### src/logic/mem_settings.svh
// memory subsystem settings
`ifndef MEM_SETTINGS_SVH
`define MEM_SETTINGS_SVH

// bank geometry.
`define MEM_ADDR_W 10               // word address bits.
`define MEM_DATA_W 32               // data word bits.
`define MEM_BE_W   (`MEM_DATA_W/8)  // one enable per byte.

// queueing.
`define FIFO_DEPTH 4                // entries per request and response queue.

// port count on the shared bank.
`define N_PORTS    2                // accelerator-side ports.

`endif

### src/logic/mem_pkg.sv
// memory subsystem types
`include "mem_settings.svh"

package mem_pkg;

  // plain vectors with a meaning.
  typedef logic [`MEM_ADDR_W-1:0] addr_t;  // word address.
  typedef logic [`MEM_DATA_W-1:0] data_t;  // data word.
  typedef logic [`MEM_BE_W-1:0]   be_t;    // byte enables.

  // request payload as it travels from a port to the bank.
  typedef struct packed {
    addr_t addr;   // word address.
    data_t wdata;  // write data.
    be_t   be;     // byte enables for writes.
    logic  wen;    // 1 is a write.
  } mem_req_t;

  // response payload from the bank back to a port.
  typedef struct packed {
    data_t rdata;  // read word, zero for writes.
  } mem_rsp_t;

  // queue status.
  typedef struct packed {
    logic empty;  // nothing stored.
    logic full;   // no room left.
  } fifo_flags_t;

  // last port served by the round robin.
  typedef enum logic [0:0] {
    ARB_LAST_P0 = 1'b0,
    ARB_LAST_P1 = 1'b1
  } arb_state_e;

endpackage

### src/logic/mem_arbiter.sv
// round robin bank arbiter
`timescale 1ns/1ps
`include "mem_settings.svh"

module mem_arbiter (
  input  logic                                clk_i,
  input  logic                                rst_ni,
  input  logic [`N_PORTS-1:0]                 req_i,
  input  mem_pkg::mem_req_t [`N_PORTS-1:0]    req_data_i,
  output logic [`N_PORTS-1:0]                 gnt_o,
  output logic [`N_PORTS-1:0]                 rsp_valid_o,
  output mem_pkg::mem_rsp_t [`N_PORTS-1:0]    rsp_o,
  output logic                                bank_req_o,
  output mem_pkg::mem_req_t                   bank_data_o,
  input  logic                                bank_rsp_valid_i,
  input  mem_pkg::mem_rsp_t                   bank_rsp_i
);

  localparam int unsigned N     = `N_PORTS;
  localparam int unsigned IDX_W = $bits(mem_pkg::arb_state_e);

  mem_pkg::arb_state_e last_q;     // port served most recently.
  logic [IDX_W-1:0]    win_idx;    // port granted this cycle.
  logic                win_valid;  // some port is requesting.
  logic [IDX_W-1:0]    rsp_idx_q;  // owner of next cycle's bank answer.

  // search starts just after the last winner.
  always_comb begin
    int unsigned cand;
    cand      = 0;
    win_valid = 1'b0;
    win_idx   = '0;
    for (int unsigned k = 1; k <= N; k++) begin
      cand = (int'(last_q) + k) % N;
      if (!win_valid && req_i[cand]) begin
        win_valid = 1'b1;          // first requester wins.
        win_idx   = IDX_W'(cand);
      end
    end
  end

  always_comb begin
    gnt_o = '0;
    if (win_valid) begin
      gnt_o[win_idx] = 1'b1;  // one hot grant.
    end
  end

  assign bank_req_o  = win_valid;             // bank always accepts.
  assign bank_data_o = req_data_i[win_idx];

  always_ff @(posedge clk_i or negedge rst_ni) begin
    if (!rst_ni) begin
      last_q    <= mem_pkg::ARB_LAST_P1;  // port 0 goes first.
      rsp_idx_q <= '0;
    end else if (win_valid) begin
      last_q    <= mem_pkg::arb_state_e'(win_idx);
      rsp_idx_q <= win_idx;               // bank answers one cycle later.
    end
  end

  // response return router.
  for (genvar p = 0; p < `N_PORTS; p++) begin : g_rsp
    assign rsp_valid_o[p] = bank_rsp_valid_i & (rsp_idx_q == IDX_W'(p));
    assign rsp_o[p]       = bank_rsp_i;  // valid alone selects the owner.
  end

endmodule

### config.mk
export PLATFORM = sky130hd
export DESIGN_NAME = mem_arbiter
export DESIGN_NICKNAME = d
export VERILOG_FILES = /design/src/logic/mem_pkg.sv /design/src/logic/mem_arbiter.sv
export VERILOG_INCLUDE_DIRS = /design/src /design/src/logic
export SDC_FILE = /design/constraint.sdc
export NUM_CORES = 1
export LEC_CHECK = 0
export ABC_AREA = 1
export BUFFER_PORTS_ARGS = -buffer_cell sky130_fd_sc_hd__buf_2
export CORE_AREA = 4 4 94 96
export DETAILED_ROUTE_END_ITERATION = 12
export DIE_AREA = 0 0 98 100
export PLACE_DENSITY = 0.67
export SLEW_MARGIN = 20
export SYNTH_ARGS = -nofsm -noshare
export SYNTH_HDL_FRONTEND = slang
export SYNTH_SLANG_ARGS = --single-unit
### constraint.sdc
create_clock -name clk_i -period 3.5 [get_ports clk_i]
set_clock_uncertainty 0.15 [all_clocks]
set_input_delay 0.7 -clock clk_i [delete_from_list [all_inputs] [get_ports clk_i]]
set_output_delay 0.7 -clock clk_i [all_outputs]
set_load 0.005 [all_outputs]
Yosys cells after proc, flatten, opt, wreduce, memory -nomap -nowiden
Cells that the tools add are included.
{"block": "word_totals", "register_bits": 2, "in_bits": 131, "word_cells": 27}
{"block": "op_classes", "bitwise": 3, "addsub": 2, "n_reduce_logical": 3, "magnitude_cmp": 4, "muxes": 13}
{"cell": "$mux W47", "count": 2}
{"cell": "$mux W1", "count": 9}
{"cell": "$lt A1 B2 Y1 const B", "count": 3}
{"cell": "$add A1 B1 Y1 const B", "count": 2}
{"cell": "$and A1 B1 Y1", "count": 2}
{"cell": "$logic_and A1 B1 Y1", "count": 2}
{"cell": "$mux W2", "count": 1}
{"cell": "$demux W1 S1", "count": 1}
{"cell": "$ge A1 B1 Y1 const B", "count": 1}
{"cell": "$logic_not A1 Y1", "count": 1}
{"cell": "$not A1 Y1", "count": 1}

Logic depth before layout (Yosys ltp)
{"block": "logic_depth", "depth_word": 12, "depth_mapped": 6}

Worst setup path before layout
Ideal clock, no wire load.
{"block": "synth_timing", "path_kind": "input-to-output", "start": "input req_i[1]", "end": "output bank_data_o[21] (netlist bit)", "path_slack_ns": 1.397, "arrival_ns": 1.253, "cell_stages": 6, "path_cell_list": "buf_2 > nand2_2 > buf_6 > buf_6 > nand2_1 > nand2_1"}
{"element": "start: declaration", "line_no": "mem_arbiter.sv:8", "text": "input logic [`N_PORTS-1:0] req_i,"}
{"element": "end: declaration", "line_no": "mem_arbiter.sv:14", "text": "output mem_pkg::mem_req_t bank_data_o,"}

==> results.sh <==
export IMPL_yosysTopAreaCellShare_pct=37.7
export IMPL_initial_core_util_pct=16.1
export IMPL_postSynthAreaPerCell_um2=5.44
export IMPL_vias_per_cell=3.99
export IMPL_fp_coreArea_um2=8050
export IMPL_grt_max_degree=51
export IMPL_fmax_mhz=392
export IMPL_setup_viol=0
export IMPL_outcome="finished clean"
export IMPL_synth_commonest_cells="nand2_1, buf_4, nand3_1"
export IMPL_setup_slack_ns=0.948
export IMPL_antenna_left=0
export IMPL_gp_congestion=0.702
export IMPL_cpMostUsedCell="buf_2"
export IMPL_drv_cap=0
export IMPL_grt_setup_unrepaired="false"
export IMPL_cts_hold_buf=0
export IMPL_portBuffers=150
export IMPL_clock_latency_ns=0.21
export IMPL_htree_levels=1
export IMPL_drt_iter0_markers=23
export IMPL_synth_fp_nets=369
export IMPL_grt_pass1_vias=1573
export IMPL_peakVddDrop_mv=0.0809
export IMPL_slew_violations=0
export IMPL_cp_slowest_stage_delay_ns=0.40
export IMPL_r2r_slack_ns=1.96
export IMPL_cts_tree="built"
export IMPL_clock_sinks=2
export IMPL_synth_async_sr_flop_share_pct=100
export IMPL_syn_area_um2=1290
export IMPL_grt_antenna_before_repair=0
export IMPL_post_dp_cell_area_um2=1620
export IMPL_powerDensity_nw_per_um2=218
export IMPL_p_leak_nw=1.13
export IMPL_cts_root_buffer="clkbuf_8"
export IMPL_layout_drive_gt1_share_pct=50.5
export IMPL_overflow=0
export IMPL_ys_warn_count=0
export IMPL_crit_arrival_ns=1.70
export IMPL_maxSlewHeadroom_pct=64.9
export IMPL_path_delay_family="buffers and inverters"
export IMPL_nets=447
export IMPL_vias=1675
export IMPL_fin_crit_ns=2.55
export IMPL_die_h_um=100
export IMPL_grt_usage_pct=8.60
export IMPL_crit_required_ns=2.65
export IMPL_worstSetupPathType="in -> out"
export IMPL_cp_slowest_cell="buf_4"
export IMPL_n_antenna_cell=0
export IMPL_netlist_instances=238
export IMPL_final_hold_viol_count=0
export IMPL_hp_class="in -> async"
export IMPL_worstSetupEndpointType="output pin"
export IMPL_min_period_over_period_pct=72.9
export IMPL_routed_wl_mm=4.58
export IMPL_final_area_um2=1670
export IMPL_path_buf_inv=3
export IMPL_wl_per_cell_um=10.9
export IMPL_start_kind="primary input"
export IMPL_firstDrtPassIters=4
export IMPL_ys_flop_type="dfstp_2"
export IMPL_die_width_um=98
export IMPL_yosysUniqueCellTypes=12
export IMPL_fin_util_pct=20.7
export IMPL_synthMostInstantiatedCell="nand2_1"
export IMPL_tns_ns=0
export IMPL_die_area_um2=9800
export IMPL_areaGrowthSynthToFinish_pct=28.9
export IMPL_hpwl_mm=3.64
export IMPL_crit_chain="buf_2 > nand2_2 > buf_4 > nand3_1 > nand2_1 > buf_2"
export IMPL_num_io_pins=247
export IMPL_cts_setup_buffers=0
export IMPL_dpl_worst_slack_ns=0.905
export IMPL_yosysTopAreaCell="buf_4"
export IMPL_clock_path_buffers=2
export IMPL_synthTopCellsByArea="buf_4, nand2_1, nand3_1"
export IMPL_fp_row_count=33
export IMPL_numCtsBuffers=3
export IMPL_clkTransAtPathRegs_ns=0.03
export IMPL_synth_edf_count=0
export IMPL_cp_max_fo=48
export IMPL_grt_pass1_wl_mm=7.08
export IMPL_drcViolationCount=0
export IMPL_worst_pin_slew_ns=0.527
export IMPL_cts_resized=0
export IMPL_seq_area_frac_synth_pct=3.97
export IMPL_synth_seq_cells=2
-- logic make-up (layout without fill, tap and decap cells) --
logic type	Yosys count	count (layout)	synth area share, %
and+or+nand+nor	148	148	47.9
buffers and inverters	86	163	47.2
DFF	2	2	3.97
AOI/OAI and AO/OA	2	2	0.967
-- final cells by class --
class / instances / area (um2)
inverter: 6 / 22.5
multi-input combinational: 150 / 632
tap: 105 / 131
fill: 948 / 6380
clock buffer: 4 / 45.0
timing repair buffer: 153 / 786
sequential: 2 / 51.3
-- per-layer routing --
layer | GRT usage [%] | share of wire, %
met1 | 8.84 | 36
met2 | 15.9 | 50
met3 | 3.06 | 12
met4 | 3.41 | 2.1
met5 | 0 | 0
-- flip-flops by register name, summed over array words and instances (netlist names) --
| name | cells |
|---|---|
| last_q | 1 |
| rsp_idx_q | 1 |
-- placed cells by master (no fill, tap or decap), drive strengths merged --
master	instances
a21oi	1
clkbuf	4
nand2	100
o21a	1
dfrtp	1
inv	6
dfstp	1
buf	153
nand3	47
nor2	1
-- path summary, 6_finish.rpt --
path | from | to | depth (start not counted)
hold reg to reg | rsp_idx_q | rsp_idx_q | 2
min in group clk_i | rsp_idx_q | rsp_idx_q | 2
setup reg to reg | last_q | rsp_idx_q | 4
max in group asynchronous | rst_ni | last_q | 1
hold / removal | rst_ni | rsp_idx_q | 1
setup / recovery | req_i[0] | bank_data_o[20] | 6
-- power by group --
part | internal (mW) | switching [mW]
clock network | 0.0774 | 0.0208
registers | 0.0277 | 0.00270
logic | 0.115 | 0.120
-- stage by stage --
| stage | hold slack, ns | power, mW | instances |
|---|---|---|---|
| after floorplan | 0.254 | 0.207 | 238 |
| final | 0.112 | 0.364 | 420 |
| after CTS | 0.107 | 0.373 | 420 |
| after detailed placement | 0.337 | 0.270 | 416 |
| after global placement | 0.335 | 0.265 | 416 |
| after global routing | 0.109 | 0.406 | 420 |
Note: power is estimated with default switching activity, not from simulation.
