$ cat src/logic/mem_settings.svh
// memory subsystem settings
`ifndef MEM_SETTINGS_SVH
`define MEM_SETTINGS_SVH

// bank geometry.
`define MEM_ADDR_W 10               // word address bits.
`define MEM_DATA_W 32               // data word bits.
`define MEM_BE_W   (`MEM_DATA_W/8)  // one enable per byte.

// queueing.
`define FIFO_DEPTH 4                // entries per request and response queue.

// port count on the shared bank.
`define N_PORTS    2                // accelerator-side ports.

`endif

$ cat src/logic/mem_pkg.sv
// memory subsystem types
`include "mem_settings.svh"

package mem_pkg;

  // plain vectors with a meaning.
  typedef logic [`MEM_ADDR_W-1:0] addr_t;  // word address.
  typedef logic [`MEM_DATA_W-1:0] data_t;  // data word.
  typedef logic [`MEM_BE_W-1:0]   be_t;    // byte enables.

  // request payload as it travels from a port to the bank.
  typedef struct packed {
    addr_t addr;   // word address.
    data_t wdata;  // write data.
    be_t   be;     // byte enables for writes.
    logic  wen;    // 1 is a write.
  } mem_req_t;

  // response payload from the bank back to a port.
  typedef struct packed {
    data_t rdata;  // read word, zero for writes.
  } mem_rsp_t;

  // queue status.
  typedef struct packed {
    logic empty;  // nothing stored.
    logic full;   // no room left.
  } fifo_flags_t;

  // last port served by the round robin.
  typedef enum logic [0:0] {
    ARB_LAST_P0 = 1'b0,
    ARB_LAST_P1 = 1'b1
  } arb_state_e;

endpackage

$ cat src/logic/stream_fifo.sv
// synchronous stream FIFO
`timescale 1ns/1ps

module stream_fifo #(
  parameter int unsigned DATA_W = 32,
  parameter int unsigned DEPTH  = 4,
  localparam int unsigned PTR_W = (DEPTH > 1) ? $clog2(DEPTH) : 1,
  localparam int unsigned CNT_W = $clog2(DEPTH + 1)
) (
  input  logic                 clk_i,
  input  logic                 rst_ni,
  input  logic                 clear_i,       // synchronous flush.
  input  logic                 push_valid_i,
  input  logic [DATA_W-1:0]    push_data_i,
  output logic                 push_ready_o,
  output logic                 pop_valid_o,
  output logic [DATA_W-1:0]    pop_data_o,
  input  logic                 pop_ready_i,
  output mem_pkg::fifo_flags_t flags_o,
  output logic [CNT_W-1:0]     count_o        // current occupancy.
);

  logic [DATA_W-1:0] mem_q [DEPTH];  // circular storage.
  logic [PTR_W-1:0]  wr_ptr_q;        // next slot to write.
  logic [PTR_W-1:0]  rd_ptr_q;        // oldest entry.
  logic [CNT_W-1:0]  count_q;         // entries held.
  logic              push;            // push handshake this cycle.
  logic              pop;             // pop handshake this cycle.

  // wrap at DEPTH so non power of two depths also work.
  function automatic logic [PTR_W-1:0] next_ptr(input logic [PTR_W-1:0] ptr);
    if (ptr == PTR_W'(DEPTH - 1)) begin
      return '0;
    end
    return ptr + PTR_W'(1);
  endfunction

  assign push_ready_o  = (count_q != CNT_W'(DEPTH));  // room left.
  assign pop_valid_o   = (count_q != '0);             // data held.
  assign push          = push_valid_i & push_ready_o;
  assign pop           = pop_valid_o & pop_ready_i;
  assign pop_data_o    = mem_q[rd_ptr_q];             // head is always visible.
  assign flags_o.empty = ~pop_valid_o;
  assign flags_o.full  = ~push_ready_o;
  assign count_o       = count_q;

  always_ff @(posedge clk_i or negedge rst_ni) begin
    if (!rst_ni) begin
      wr_ptr_q <= '0;
      rd_ptr_q <= '0;
      count_q  <= '0;
    end else if (clear_i) begin
      wr_ptr_q <= '0;  // drop all entries.
      rd_ptr_q <= '0;
      count_q  <= '0;
    end else begin
      if (push) wr_ptr_q <= next_ptr(wr_ptr_q);
      if (pop)  rd_ptr_q <= next_ptr(rd_ptr_q);
      case ({push, pop})
        2'b10:   count_q <= count_q + CNT_W'(1);  // fill.
        2'b01:   count_q <= count_q - CNT_W'(1);  // drain.
        default: count_q <= count_q;              // both or neither.
      endcase
    end
  end

  // storage write.
  always_ff @(posedge clk_i) begin
    if (push) begin
      mem_q[wr_ptr_q] <= push_data_i;
    end
  end

endmodule

$ cat src/logic/core_fifo.sv
// port request and response decoupler
`timescale 1ns/1ps
`include "mem_settings.svh"

module core_fifo (
  input  logic                 clk_i,
  input  logic                 rst_ni,
  input  logic                 clear_i,
  // port side.
  input  logic                 req_i,
  input  mem_pkg::mem_req_t    req_data_i,
  output logic                 gnt_o,
  output logic                 r_valid_o,
  output mem_pkg::mem_rsp_t    r_data_o,
  input  logic                 r_ready_i,
  // arbiter side.
  output logic                 mem_req_o,
  output mem_pkg::mem_req_t    mem_data_o,
  input  logic                 mem_gnt_i,
  input  logic                 mem_rsp_valid_i,
  input  mem_pkg::mem_rsp_t    mem_rsp_i,
  output mem_pkg::fifo_flags_t flags_o
);

  localparam int unsigned DEPTH = `FIFO_DEPTH;
  localparam int unsigned CNT_W = $clog2(DEPTH + 1);
  localparam int unsigned REQ_W = $bits(mem_pkg::mem_req_t);
  localparam int unsigned RSP_W = $bits(mem_pkg::mem_rsp_t);

  logic                 req_pop_valid;  // request waiting for the bank.
  logic [REQ_W-1:0]     req_pop_data;
  logic [RSP_W-1:0]     rsp_pop_data;
  logic [CNT_W-1:0]     rsp_count;      // responses waiting for the port.
  logic [CNT_W-1:0]     inflight_q;     // issued but not yet answered.
  logic [CNT_W:0]       reserved;       // slots promised to responses.
  logic                 slot_free;
  logic                 issue;          // request handed to the arbiter.
  mem_pkg::fifo_flags_t req_flags;
  mem_pkg::fifo_flags_t rsp_flags;

  // outgoing request queue, req/gnt become push valid/ready.
  stream_fifo #(
    .DATA_W ( REQ_W ),
    .DEPTH  ( DEPTH )
  ) i_req_fifo (
    .clk_i        ( clk_i         ),
    .rst_ni       ( rst_ni        ),
    .clear_i      ( clear_i       ),
    .push_valid_i ( req_i         ),
    .push_data_i  ( req_data_i    ),
    .push_ready_o ( gnt_o         ),
    .pop_valid_o  ( req_pop_valid ),
    .pop_data_o   ( req_pop_data  ),
    .pop_ready_i  ( issue         ),
    .flags_o      ( req_flags     ),
    .count_o      (               )
  );

  // answers are always accepted since a slot was reserved at issue.
  assign reserved   = {1'b0, inflight_q} + {1'b0, rsp_count};
  assign slot_free  = (reserved < (CNT_W + 1)'(DEPTH));
  assign mem_req_o  = req_pop_valid & slot_free;     // hold back without room.
  assign mem_data_o = mem_pkg::mem_req_t'(req_pop_data);
  assign issue      = mem_req_o & mem_gnt_i;

  // incoming response queue.
  stream_fifo #(
    .DATA_W ( RSP_W ),
    .DEPTH  ( DEPTH )
  ) i_rsp_fifo (
    .clk_i        ( clk_i           ),
    .rst_ni       ( rst_ni          ),
    .clear_i      ( clear_i         ),
    .push_valid_i ( mem_rsp_valid_i ),
    .push_data_i  ( mem_rsp_i       ),
    .push_ready_o (                 ),
    .pop_valid_o  ( r_valid_o       ),
    .pop_data_o   ( rsp_pop_data    ),
    .pop_ready_i  ( r_ready_i       ),
    .flags_o      ( rsp_flags       ),
    .count_o      ( rsp_count       )
  );

  assign r_data_o = mem_pkg::mem_rsp_t'(rsp_pop_data);

  // requests in flight between the grant and the bank answer.
  always_ff @(posedge clk_i or negedge rst_ni) begin
    if (!rst_ni) begin
      inflight_q <= '0;
    end else if (clear_i) begin
      inflight_q <= '0;
    end else if (issue && !mem_rsp_valid_i) begin
      inflight_q <= inflight_q + CNT_W'(1);  // new request out.
    end else if (!issue && mem_rsp_valid_i) begin
      inflight_q <= inflight_q - CNT_W'(1);  // answer came back.
    end
  end

  assign flags_o.empty = req_flags.empty & rsp_flags.empty & (inflight_q == '0);
  assign flags_o.full  = req_flags.full;  // port sees gnt low.

endmodule

$ cat config.mk
export PLATFORM = sky130hd
export DESIGN_NAME = core_fifo
export DESIGN_NICKNAME = d
export VERILOG_FILES = /design/src/logic/mem_pkg.sv /design/src/logic/stream_fifo.sv /design/src/logic/core_fifo.sv
export VERILOG_INCLUDE_DIRS = /design/src /design/src/logic
export SDC_FILE = /design/constraint.sdc
export NUM_CORES = 1
export LEC_CHECK = 0
export BUFFER_PORTS_ARGS = -buffer_cell sky130_fd_sc_hd__buf_2
export CORE_ASPECT_RATIO = 1.25
export CORE_MARGIN = 2
export CORE_UTILIZATION = 55
export CTS_CLUSTER_SIZE = 20
export DETAILED_ROUTE_END_ITERATION = 12
export PLACE_DENSITY = 0.81
export RECOVER_POWER = 25
export SLEW_MARGIN = 10
export SYNTH_ARGS = -nofsm -noshare
export SYNTH_HDL_FRONTEND = slang
export SYNTH_HIERARCHICAL = 1
export SYNTH_SLANG_ARGS = --single-unit
$ cat constraint.sdc
create_clock -name clk_i -period 4.3 [get_ports clk_i]
set_clock_uncertainty 0.1 [all_clocks]
set_input_delay 0.43 -clock clk_i [delete_from_list [all_inputs] [get_ports clk_i]]
set_output_delay 0.43 -clock clk_i [all_outputs]
set_load 0.02 [all_outputs]
# After elaboration in Yosys (flattened, before gate mapping)
# Memories as Yosys holds them, arrays and structs flattened.
# Cells that the tools add are included.
# totals
register_bits,17
latch_bits,0
ram_bits,316
romBits,0
inputBits,86
output_inout_bits,84
word_cells,95
n_memories,2
# mem_list
memory,depth,word_bits,read_ports,rd_clocked_by_memory_dff,wr,line,text
i_req_fifo.mem_q,4,47,1,0,1,stream_fifo.sv:23,logic [DATA_W-1:0] mem_q [DEPTH];
i_rsp_fifo.mem_q,4,32,1,0,1,stream_fifo.sv:23,
# op_classes
add_sub_neg,11
mul,0
div,0
order_cmp,1
eq_ne,10
n_shift,0
muxes,39
bitwise,11
reduce_logical,14
# op_table
op,count
2-bit 2-to-1 mux,16
1-bit 2-to-1 mux,16
3-bit 2-to-1 mux,5
3-bit nonzero test,5
"2-bit equality test, second input constant",6
3-bit case mux with 2 select lines,2
"3-bit by 1-bit adder with 3-bit output, second input constant",3
"3-bit by 1-bit subtractor with 3-bit output, second input constant",3
"2-bit by 1-bit adder with 2-bit output, second input constant",4
1-bit AND,8
2-bit nonzero test,4
"3-bit inequality test, second input constant",2
3-bit by 3-bit adder with 4-bit output,1
"2-bit by 1-bit equality test with 1-bit output, second input constant",2
"4-bit by 3-bit less-than comparator with 1-bit output, second input constant",1
3-bit zero test,1
1-bit NOT,3
1-bit logical AND,2
1-bit zero test,2

# Longest topological paths before layout
# Gate-level depths: netlist of run 1.
# logic_depth
ltp_word,10
mapped_depth,11
ltp_nobuf,9

# Modules after synthesis
# The synthesis of run 1 kept the hierarchy.
# modules_own_cells
mod,n_inst,cells_each,area_each_um2,seq_area_each_um2
stream_fifo (i_req_fifo),1,316,7378.3,5820.6
stream_fifo (i_rsp_fifo),1,237,5196.2,4018.9
core_fifo,1,29,277.8,75.1

# Least setup slack after synthesis of run 1
# No wires, ideal clock.
# synth_path
path_kind,register -> register
startpoint,"reg i_req_fifo.count_q[2], in the netlist i_req_fifo/count_o[2]"
endpoint,"reg i_req_fifo.count_q[2], in the netlist i_req_fifo/count_o[2]"
setup_ps,139
t_arrival_ps,2361
required_time_ps,4061
path_slack_ps,1700
stages_incl_launch_ff,12
path_buffers,2
period_less_slack_ps,2600
path_cell_list,dfrtp_1 buf_2 or3_1 nor4b_4 and3_4 buf_2 o31ai_2 a21oi_1 fa_1 and3b_1 o21bai_1 a41oi_1
# synth_via
elab_chain_len,7
elab_cells_between_ends,13
cone_classes,add/sub (2); eq/ne (3); mux (2); bitwise (4); reduce/logical (2)
# synth_lines
item,line,text
start: declaration,stream_fifo.sv:26,logic [CNT_W-1:0] count_q;
start signal: assignment,stream_fifo.sv:60,2'b10: count_q <= count_q + CNT_W'(1);
start signal: assignment,stream_fifo.sv:61,2'b01: count_q <= count_q - CNT_W'(1);
start signal: assignment,stream_fifo.sv:62,default: count_q <= count_q;
3-bit nonzero test (*),stream_fifo.sv:39,assign pop_valid_o = (count_q != '0);
net req_pop_valid,core_fifo.sv:30,logic req_pop_valid;
1-bit AND (*),core_fifo.sv:62,assign mem_req_o = req_pop_valid & slot_free;
1-bit AND (*),core_fifo.sv:64,assign issue = mem_req_o & mem_gnt_i;
net issue,core_fifo.sv:37,logic issue;
1-bit AND (*),stream_fifo.sv:41,assign pop = pop_valid_o & pop_ready_i;
2-bit by 1-bit equality test with 1-bit output / 2-bit equality test (equally long branches),stream_fifo.sv:59,"case ({push, pop})"
3-bit case mux with 2 select lines,stream_fifo.sv:59,
3-bit 2-to-1 mux,stream_fifo.sv:52,end else if (clear_i) begin
# The timed path passes the listed nets; every way through them passes the cells marked *.
# A chain may end at the register's enable or synchronous reset.

==> results.md, run 1 <==
* Result of the run: complete, no violations
* I/O Pins at 170
* Area grow syn2layout at 21.0%
* Per-cell routed wire length at 22.8 µm
* TritonCTS buffer count at 30
* Leakage at 5.30 nW
* DPL Wire Length at roughly 15 mm
* Hold WC Path Type: in -> reg
* Synth warn at 6
* WHS Endpoint: i_rsp_fifo/mem_q[2][24]
* R2R setup slack at 1510 ps
* Vias in the first global route at 7290
* Mean post-synth cell area at approximately 22 µm²
* Reg clk slew, reported paths at 70 ps
* CTS tree: yes
* Total Die Area at 0.0246 mm²
* Share of layout cells above drive strength 1 at about a third
* Critical path class: reg -> out
* Worst Path Arrival at 2520 ps
* RR Endpoint: i_req_fifo/count_o[2]
* Setup TNS at 0 ps
* PortBufs at 169
* Row count at 62
* Final hold violation count at 0
* Crit path cell chain: buf_4, mux4_2, buf_2
* Max-slew violations at 0
* RSZ-0062 raised after global routing: false
* Reg2Reg Launch Point: i_rsp_fifo/count_o[2]
* Worst Hold Depth at 1
* Slew @ Worst Pin at 1090 ps
* FF+latch area at just under 0.01 mm²
* # diodes at 0
* CTS sink cnt at 333
* Vias/cell at between 5 and 6
* Initial antenna violation count at 0
* # resized after CTS at 0
* Initial DRT Pass Iterations at 4
* Drt drc at 0
* Critical path startpoint category: flop
* Synthesized area at 0.0128 mm²
* Global Route Usage Sum at 21.5%
* Initial DRC count at 467
* Drt total wl at 26.1 mm
* PnR worst setup slack at about 1300 ps
* Die Span Y at 175 µm
* Worst hold start: mem_rsp_i[24]
* Post-DRT Antenna Nets at 0
* Die Span X at approximately 140 µm
* Largest net degree at the start of global routing at 51
* Initial core utilization at 56.0%
* Tcrit/Tclk final at roughly 71%
* CP required at 3770 ps
* CP endpoint kind: primary output
* CTS Root Buffer Type: clkbuf_16
* CTS H-tree lvls at 1
* Pre-CTS setup slack at ~1600 ps
* Final nets at 934
* FF-to-FF path depth at 9
* Largest buffer count on any clock path at 3
* First-pass GRT wire length at just over 40 mm
* Critical-path top delay cell: dfrtp_2
* Pwr/cell area at around 460 mW/mm²
* Number of fillers in the final layout at 1449
* Via count at 6635
* Max-Cap Viols at 0
* Multi-input logic area at 0.00271 mm²
* Max stage delay on crit path at approximately 800 ps
* GPL Wtd Cong at 0.750
* Clk_lat worst skew at 540 ps
* GRT overflow at 0
* FMAX at 0.328 GHz
* Final setup violation count at 0
* Worst VDD drop at approximately 0.00037 V
* Synthesized Nets at 682
* Bufs and invs on worst path at 2
* Area of the core at 0.0230 mm²
* CP max FO at 21
* Min cycle time layout at just over 3000 ps
* Cells after Synth at 581
* Final core occ at 67.7%
* Relative slew margins at 27.5%
* Top Family by Delay on Critical Path: flip-flops
## worst max-delay path by stage
stage                      startpoint                    end  depth (start not counted)
2_1_floorplan   i_req_fifo/count_o[2]  i_req_fifo/count_o[2]                         11
3_3_place_gp    i_rsp_fifo/count_o[2]  i_req_fifo/count_o[1]                          8
3_5_place_dp    i_rsp_fifo/count_o[2]  i_req_fifo/count_o[2]                          9
4_1_cts        i_rsp_fifo/rd_ptr_q[0]            r_data_o[5]                          3
5_1_grt        i_rsp_fifo/rd_ptr_q[0]           r_data_o[22]                          3
6_report       i_rsp_fifo/rd_ptr_q[0]            r_data_o[1]                          3
## power breakdown
| group | leakage (nW) | switching, W | total, W | internal (W) |
|---|---|---|---|---|
| combinational | 1.71 | 0.000440 | 0.000770 | 0.000330 |
| sequential | 3.13 | 0.0000801 | 0.00380 | 0.00372 |
| clock | 0.468 | 0.00112 | 0.00253 | 0.00140 |
| total | 5.30 | 0.00164 | 0.00709 | 0.00545 |
## worst reg2reg max path, cell delays in order, from the launching register on
cell and delay [ps]:
dfrtp_1 480, ha_1 380, nor4b_4 300, and3_4 350, o31ai_2 130, a21oi_1 170
fa_1 280, nor3_1 80, o211ai_1 220, a41oi_1 140
## flip-flops by register name, summed over array words and instances, names as in the netlist
signal / flops
i_rsp_fifo/mem_q: 128
i_req_fifo/wr_ptr_q: 2
i_req_fifo/count_o: 3
i_rsp_fifo/rd_ptr_q: 2
i_req_fifo/mem_q: 188
i_rsp_fifo/count_o: 3
inflight_q: 3
i_req_fifo/rd_ptr_q: 2
i_rsp_fifo/wr_ptr_q: 2
## placed cells by master (no fill, tap or decap), types with 5 or more instances in the layout
cell type	n
edfxtp_1	316
buf_2	122
mux4_2	79
dlygate4sd3_1	71
clkbuf_1	51
clkbuf_16	30
dfrtp_1	14
nor2_1	13
ha_1	12
a21oi_1	11
buf_4	11
nand3_1	10
nand2_1	9
inv_1	9
clkinv_2	9
or3_1	7
clkinv_1	6
and3_1	5
## metal layers
layer	part of all wire [%]	vias to the layer above	track usage [%]
li1	-	2901	-
met4	2.1	0	5.29
met2	54	250	38.9
met1	38	3438	26.7
met5	0	-	0
met3	6.4	46	4.47
## cell type report
type                            instances  share of cell area, %
Timing Repair Buffer                  251                   10.2
Tap cell                              288                   2.32
Clock buffer                           34                   4.93
Multi-Input combinational cell        207                   17.4
Inverter                               10                  0.241
Clock inverter                         21                   1.11
Sequential cell                       333                   63.8
## stage by stage
step	area, µm²	power [W]	instances	hold WS [ps]
2_1_floorplan	12800	0.00432	581	34.4
3_3_place_gp	14000	0.00453	1018	274
3_5_place_dp	14000	0.00458	1018	288
4_1_cts	15600	0.00714	1144	0.0369
5_1_grt	15500	0.00733	1144	71.8
6_report	15500	0.00709	1144	83.6
## timing repair
action                    in CTS  in global routing
hold endpoints to repair     281                  0
setup buffers                  0                  0
hold buffers                  71                  0
Power figures use the tool's default switching activity.
==> run 2: changes to the inputs <==
clock period = 2.9 ns   (was 4.3 ns; I/O delays follow)
==> results.md, run 2 (synthesized netlist as in run 1, its figures left out) <==
* Result of the run: complete, no violations
* Sequential power share at 53.3% (-0.2 points)
* Max-Cap Viols at 0 (unchanged)
* Largest buffer count on any clock path at 3 (unchanged)
* Psw at 0.00245 W (+49%)
* Pwr/cell area at 668 mW/mm² (+46%)
* Biggest regs: i_req_fifo/mem_q (188), i_rsp_fifo/mem_q (128)
* Vias in the first global route at 7177 (-1.6%)
* Reg2Reg Launch Point: i_rsp_fifo/count_o[2]
* Post-DRT Antenna Nets at 0 (unchanged)
* Relative slew margins at 31.0% (+3.5 points)
* CTS tree: yes
* Die Span Y at 175 µm (unchanged)
* Drt total wl at 26.1 mm (about the same)
* Row count at 62 (unchanged)
* GPL Wtd Cong at 0.784 (+4.5%)
* First-pass GRT wire length at 40.2 mm (-0.90%)
* Reg clk slew, reported paths at 60 ps (about the same)
* Crit path cell chain: ha_1, nor4b_4, and3_4, o31ai_2, a21oi_1, fa_1, a31oi_1, nor4_1
* Final hold violation count at 0 (unchanged)
* DPL Wire Length at 14.8 mm (-2.6%)
* Clk_lat worst skew at 550 ps (about the same)
* Max stage delay on crit path at 480 ps (-320 ps)
* Slew @ Worst Pin at 1040 ps (-52.3 ps)
* Global Route Usage Sum at 21.4% (-0.093 points)
* Max FFs per register at 188 (unchanged)
* Setup TNS at 0 ps (unchanged)
* Worst VDD drop at 0.000618 V (+67%)
* Cell-internal power at 0.00807 W (+48%)
* Via count at 6683 (+0.72%)
* PortBufs at 169 (unchanged)
* Area grow syn2layout at 22.5%
* CTS H-tree lvls at 1 (unchanged)
* # resized after CTS at 0 (unchanged)
* Initial DRT Pass Iterations at 7 (+3)
* Final nets at 948 (+1.5%)
* Worst hold start: req_i
* TritonCTS buffer count at 31 (+3.3%)
* Drt drc at 0 (unchanged)
* Critical-path top delay cell: dfrtp_1
* Max-slew violations at 0 (unchanged)
* Final setup violation count at 0 (unchanged)
* Initial antenna violation count at 0 (unchanged)
* Biggest register: i_req_fifo/mem_q
* Bufs and invs on worst path at 0 (-2)
* Tot Pwr at 0.0105 W (+48%)
* Clock share of power at 35.4% (-0.2 points)
* CTS sink cnt at 333 (unchanged)
* Tcrit/Tclk final at between 90% and 100%
* Area of the core at 0.0230 mm² (unchanged)
* CP endpoint kind: flop
* Total Die Area at 0.0246 mm² (unchanged)
* Vias/cell at 5.77 (-0.49%)
* RSZ-0062 raised after global routing: false
* Critical path class: reg -> reg
* Worst Path Arrival at 3050 ps (+530 ps)
* FF-to-FF path depth at 8 (-1)
* Most frequent cells in the layout: edfxtp_1 (316), buf_2 (121), dlygate4sd3_1 (81)
* Setup Buffers After CTS at 0 (unchanged)
* FMAX at roughly 0.37 GHz
* Commonest non-fill, non-tap cell in the layout: edfxtp_1
* WHS Endpoint: i_req_fifo/wr_ptr_q[1]
* # diodes at 0 (unchanged)
* Hold bufs inserted after CTS at 81 (+14%)
* Initial DRC count at 555 (+19%)
* CTS Root Buffer Type: clkbuf_16
* Worst Hold Depth at 3 (+2)
* Hold WC Path Type: in -> reg
* RR Endpoint: i_req_fifo/count_o[1]
* Largest net degree at the start of global routing at 48 (-5.9%)
* Min cycle time layout at ~2700 ps
* CP max FO at 13 (-38%)
* Logic pwr share at 11.4% (+0.6 points)
* Critical path startpoint category: flop
* Die Span X at 141 µm (unchanged)
* Leakage at 5.37 nW (+1.2%)
* CP required at 3220 ps (-550 ps)
* Top Family by Delay on Critical Path: adder cells
* R2R setup slack at 170 ps (-1340 ps)
* Initial core utilization at 56.0% (unchanged)
* GRT overflow at 0 (unchanged)
* Per-cell routed wire length at 22.5 µm (-1.2%)
* Switching share of power at 23.3% (+0.094 points)
* I/O Pins at 170 (unchanged)
* Share of layout cells above drive strength 1 at 31.6% (-0.52 points)
* Final hold slack at 37.6 ps (-46.0 ps)
==> run 2: cell types whose count changed in the layout (fill, tap and decap cells not counted), sizes merged <==
cell / change
dlygate4sd3: +10
clkbuf: +5
buf: +2
clkinv: -2
bufinv: -1
==> run 2: routing by layer <==
metal	track usage, %	share of wire, %
met2	37.9	53
met3	4.44	6.8
met5	0	0
met4	7.63	3.5
met1	26.3	37
==> run 2: tightest hold or removal path, stage by stage <==
cell and delay (ps):
buf_2 190, nand3_1 100, a21oi_1 60
==> run 2: how the worst max path moves through the flow <==
stage / startpoint / to / slack (ps) / cells after the start
floorplan: i_req_fifo/count_o[2] / i_req_fifo/count_o[2] / 300 / 11
global placement: i_req_fifo/count_o[2] / i_req_fifo/count_o[2] / 360 / 9
detailed placement: i_rsp_fifo/count_o[2] / i_req_fifo/count_o[1] / 180 / 8
CTS: i_req_fifo/rd_ptr_q[0] / mem_data_o[40] / 110 / 3
global route: i_rsp_fifo/count_o[2] / i_req_fifo/count_o[1] / 7 / 8
finish: i_rsp_fifo/count_o[2] / i_req_fifo/count_o[1] / 170 / 8
==> run 2: cell type report <==
cell class	count	area, µm²
clock buffer	38	802
clock inverter	18	119
fill	1405	7230
inverter	10	37.5
multi-input combinational	207	2710
sequential	333	9920
tap	288	360
timing repair buffer	264	1790
==> run 2: through the flow <==
| stage | cell area [µm²] | setup WS, ps | std cells | util [%] |
|---|---|---|---|---|
| after floorplan | 12800 | 300 | 581 | - |
| after global placement | 14100 | 362 | 1021 | 61.2 |
| after detailed placement | 14100 | 183 | 1021 | 61.2 |
| after CTS | 15800 | 111 | 1158 | 68.8 |
| after global routing | 15700 | 7.24 | 1158 | 68.5 |
| final | 15700 | 170 | 1158 | 68.5 |
==> run 2: power groups by stage <==
stage / registers, W / clock network, W / logic, W
after CTS: 0.00560 / 0.00377 / 0.00120
after global routing: 0.00562 / 0.00398 / 0.00129
final: 0.00560 / 0.00372 / 0.00119
after global placement: 0.00568 / 0 / 0.00106
after detailed placement: 0.00570 / 0 / 0.00111
after floorplan: 0.00566 / 0 / 0.000740
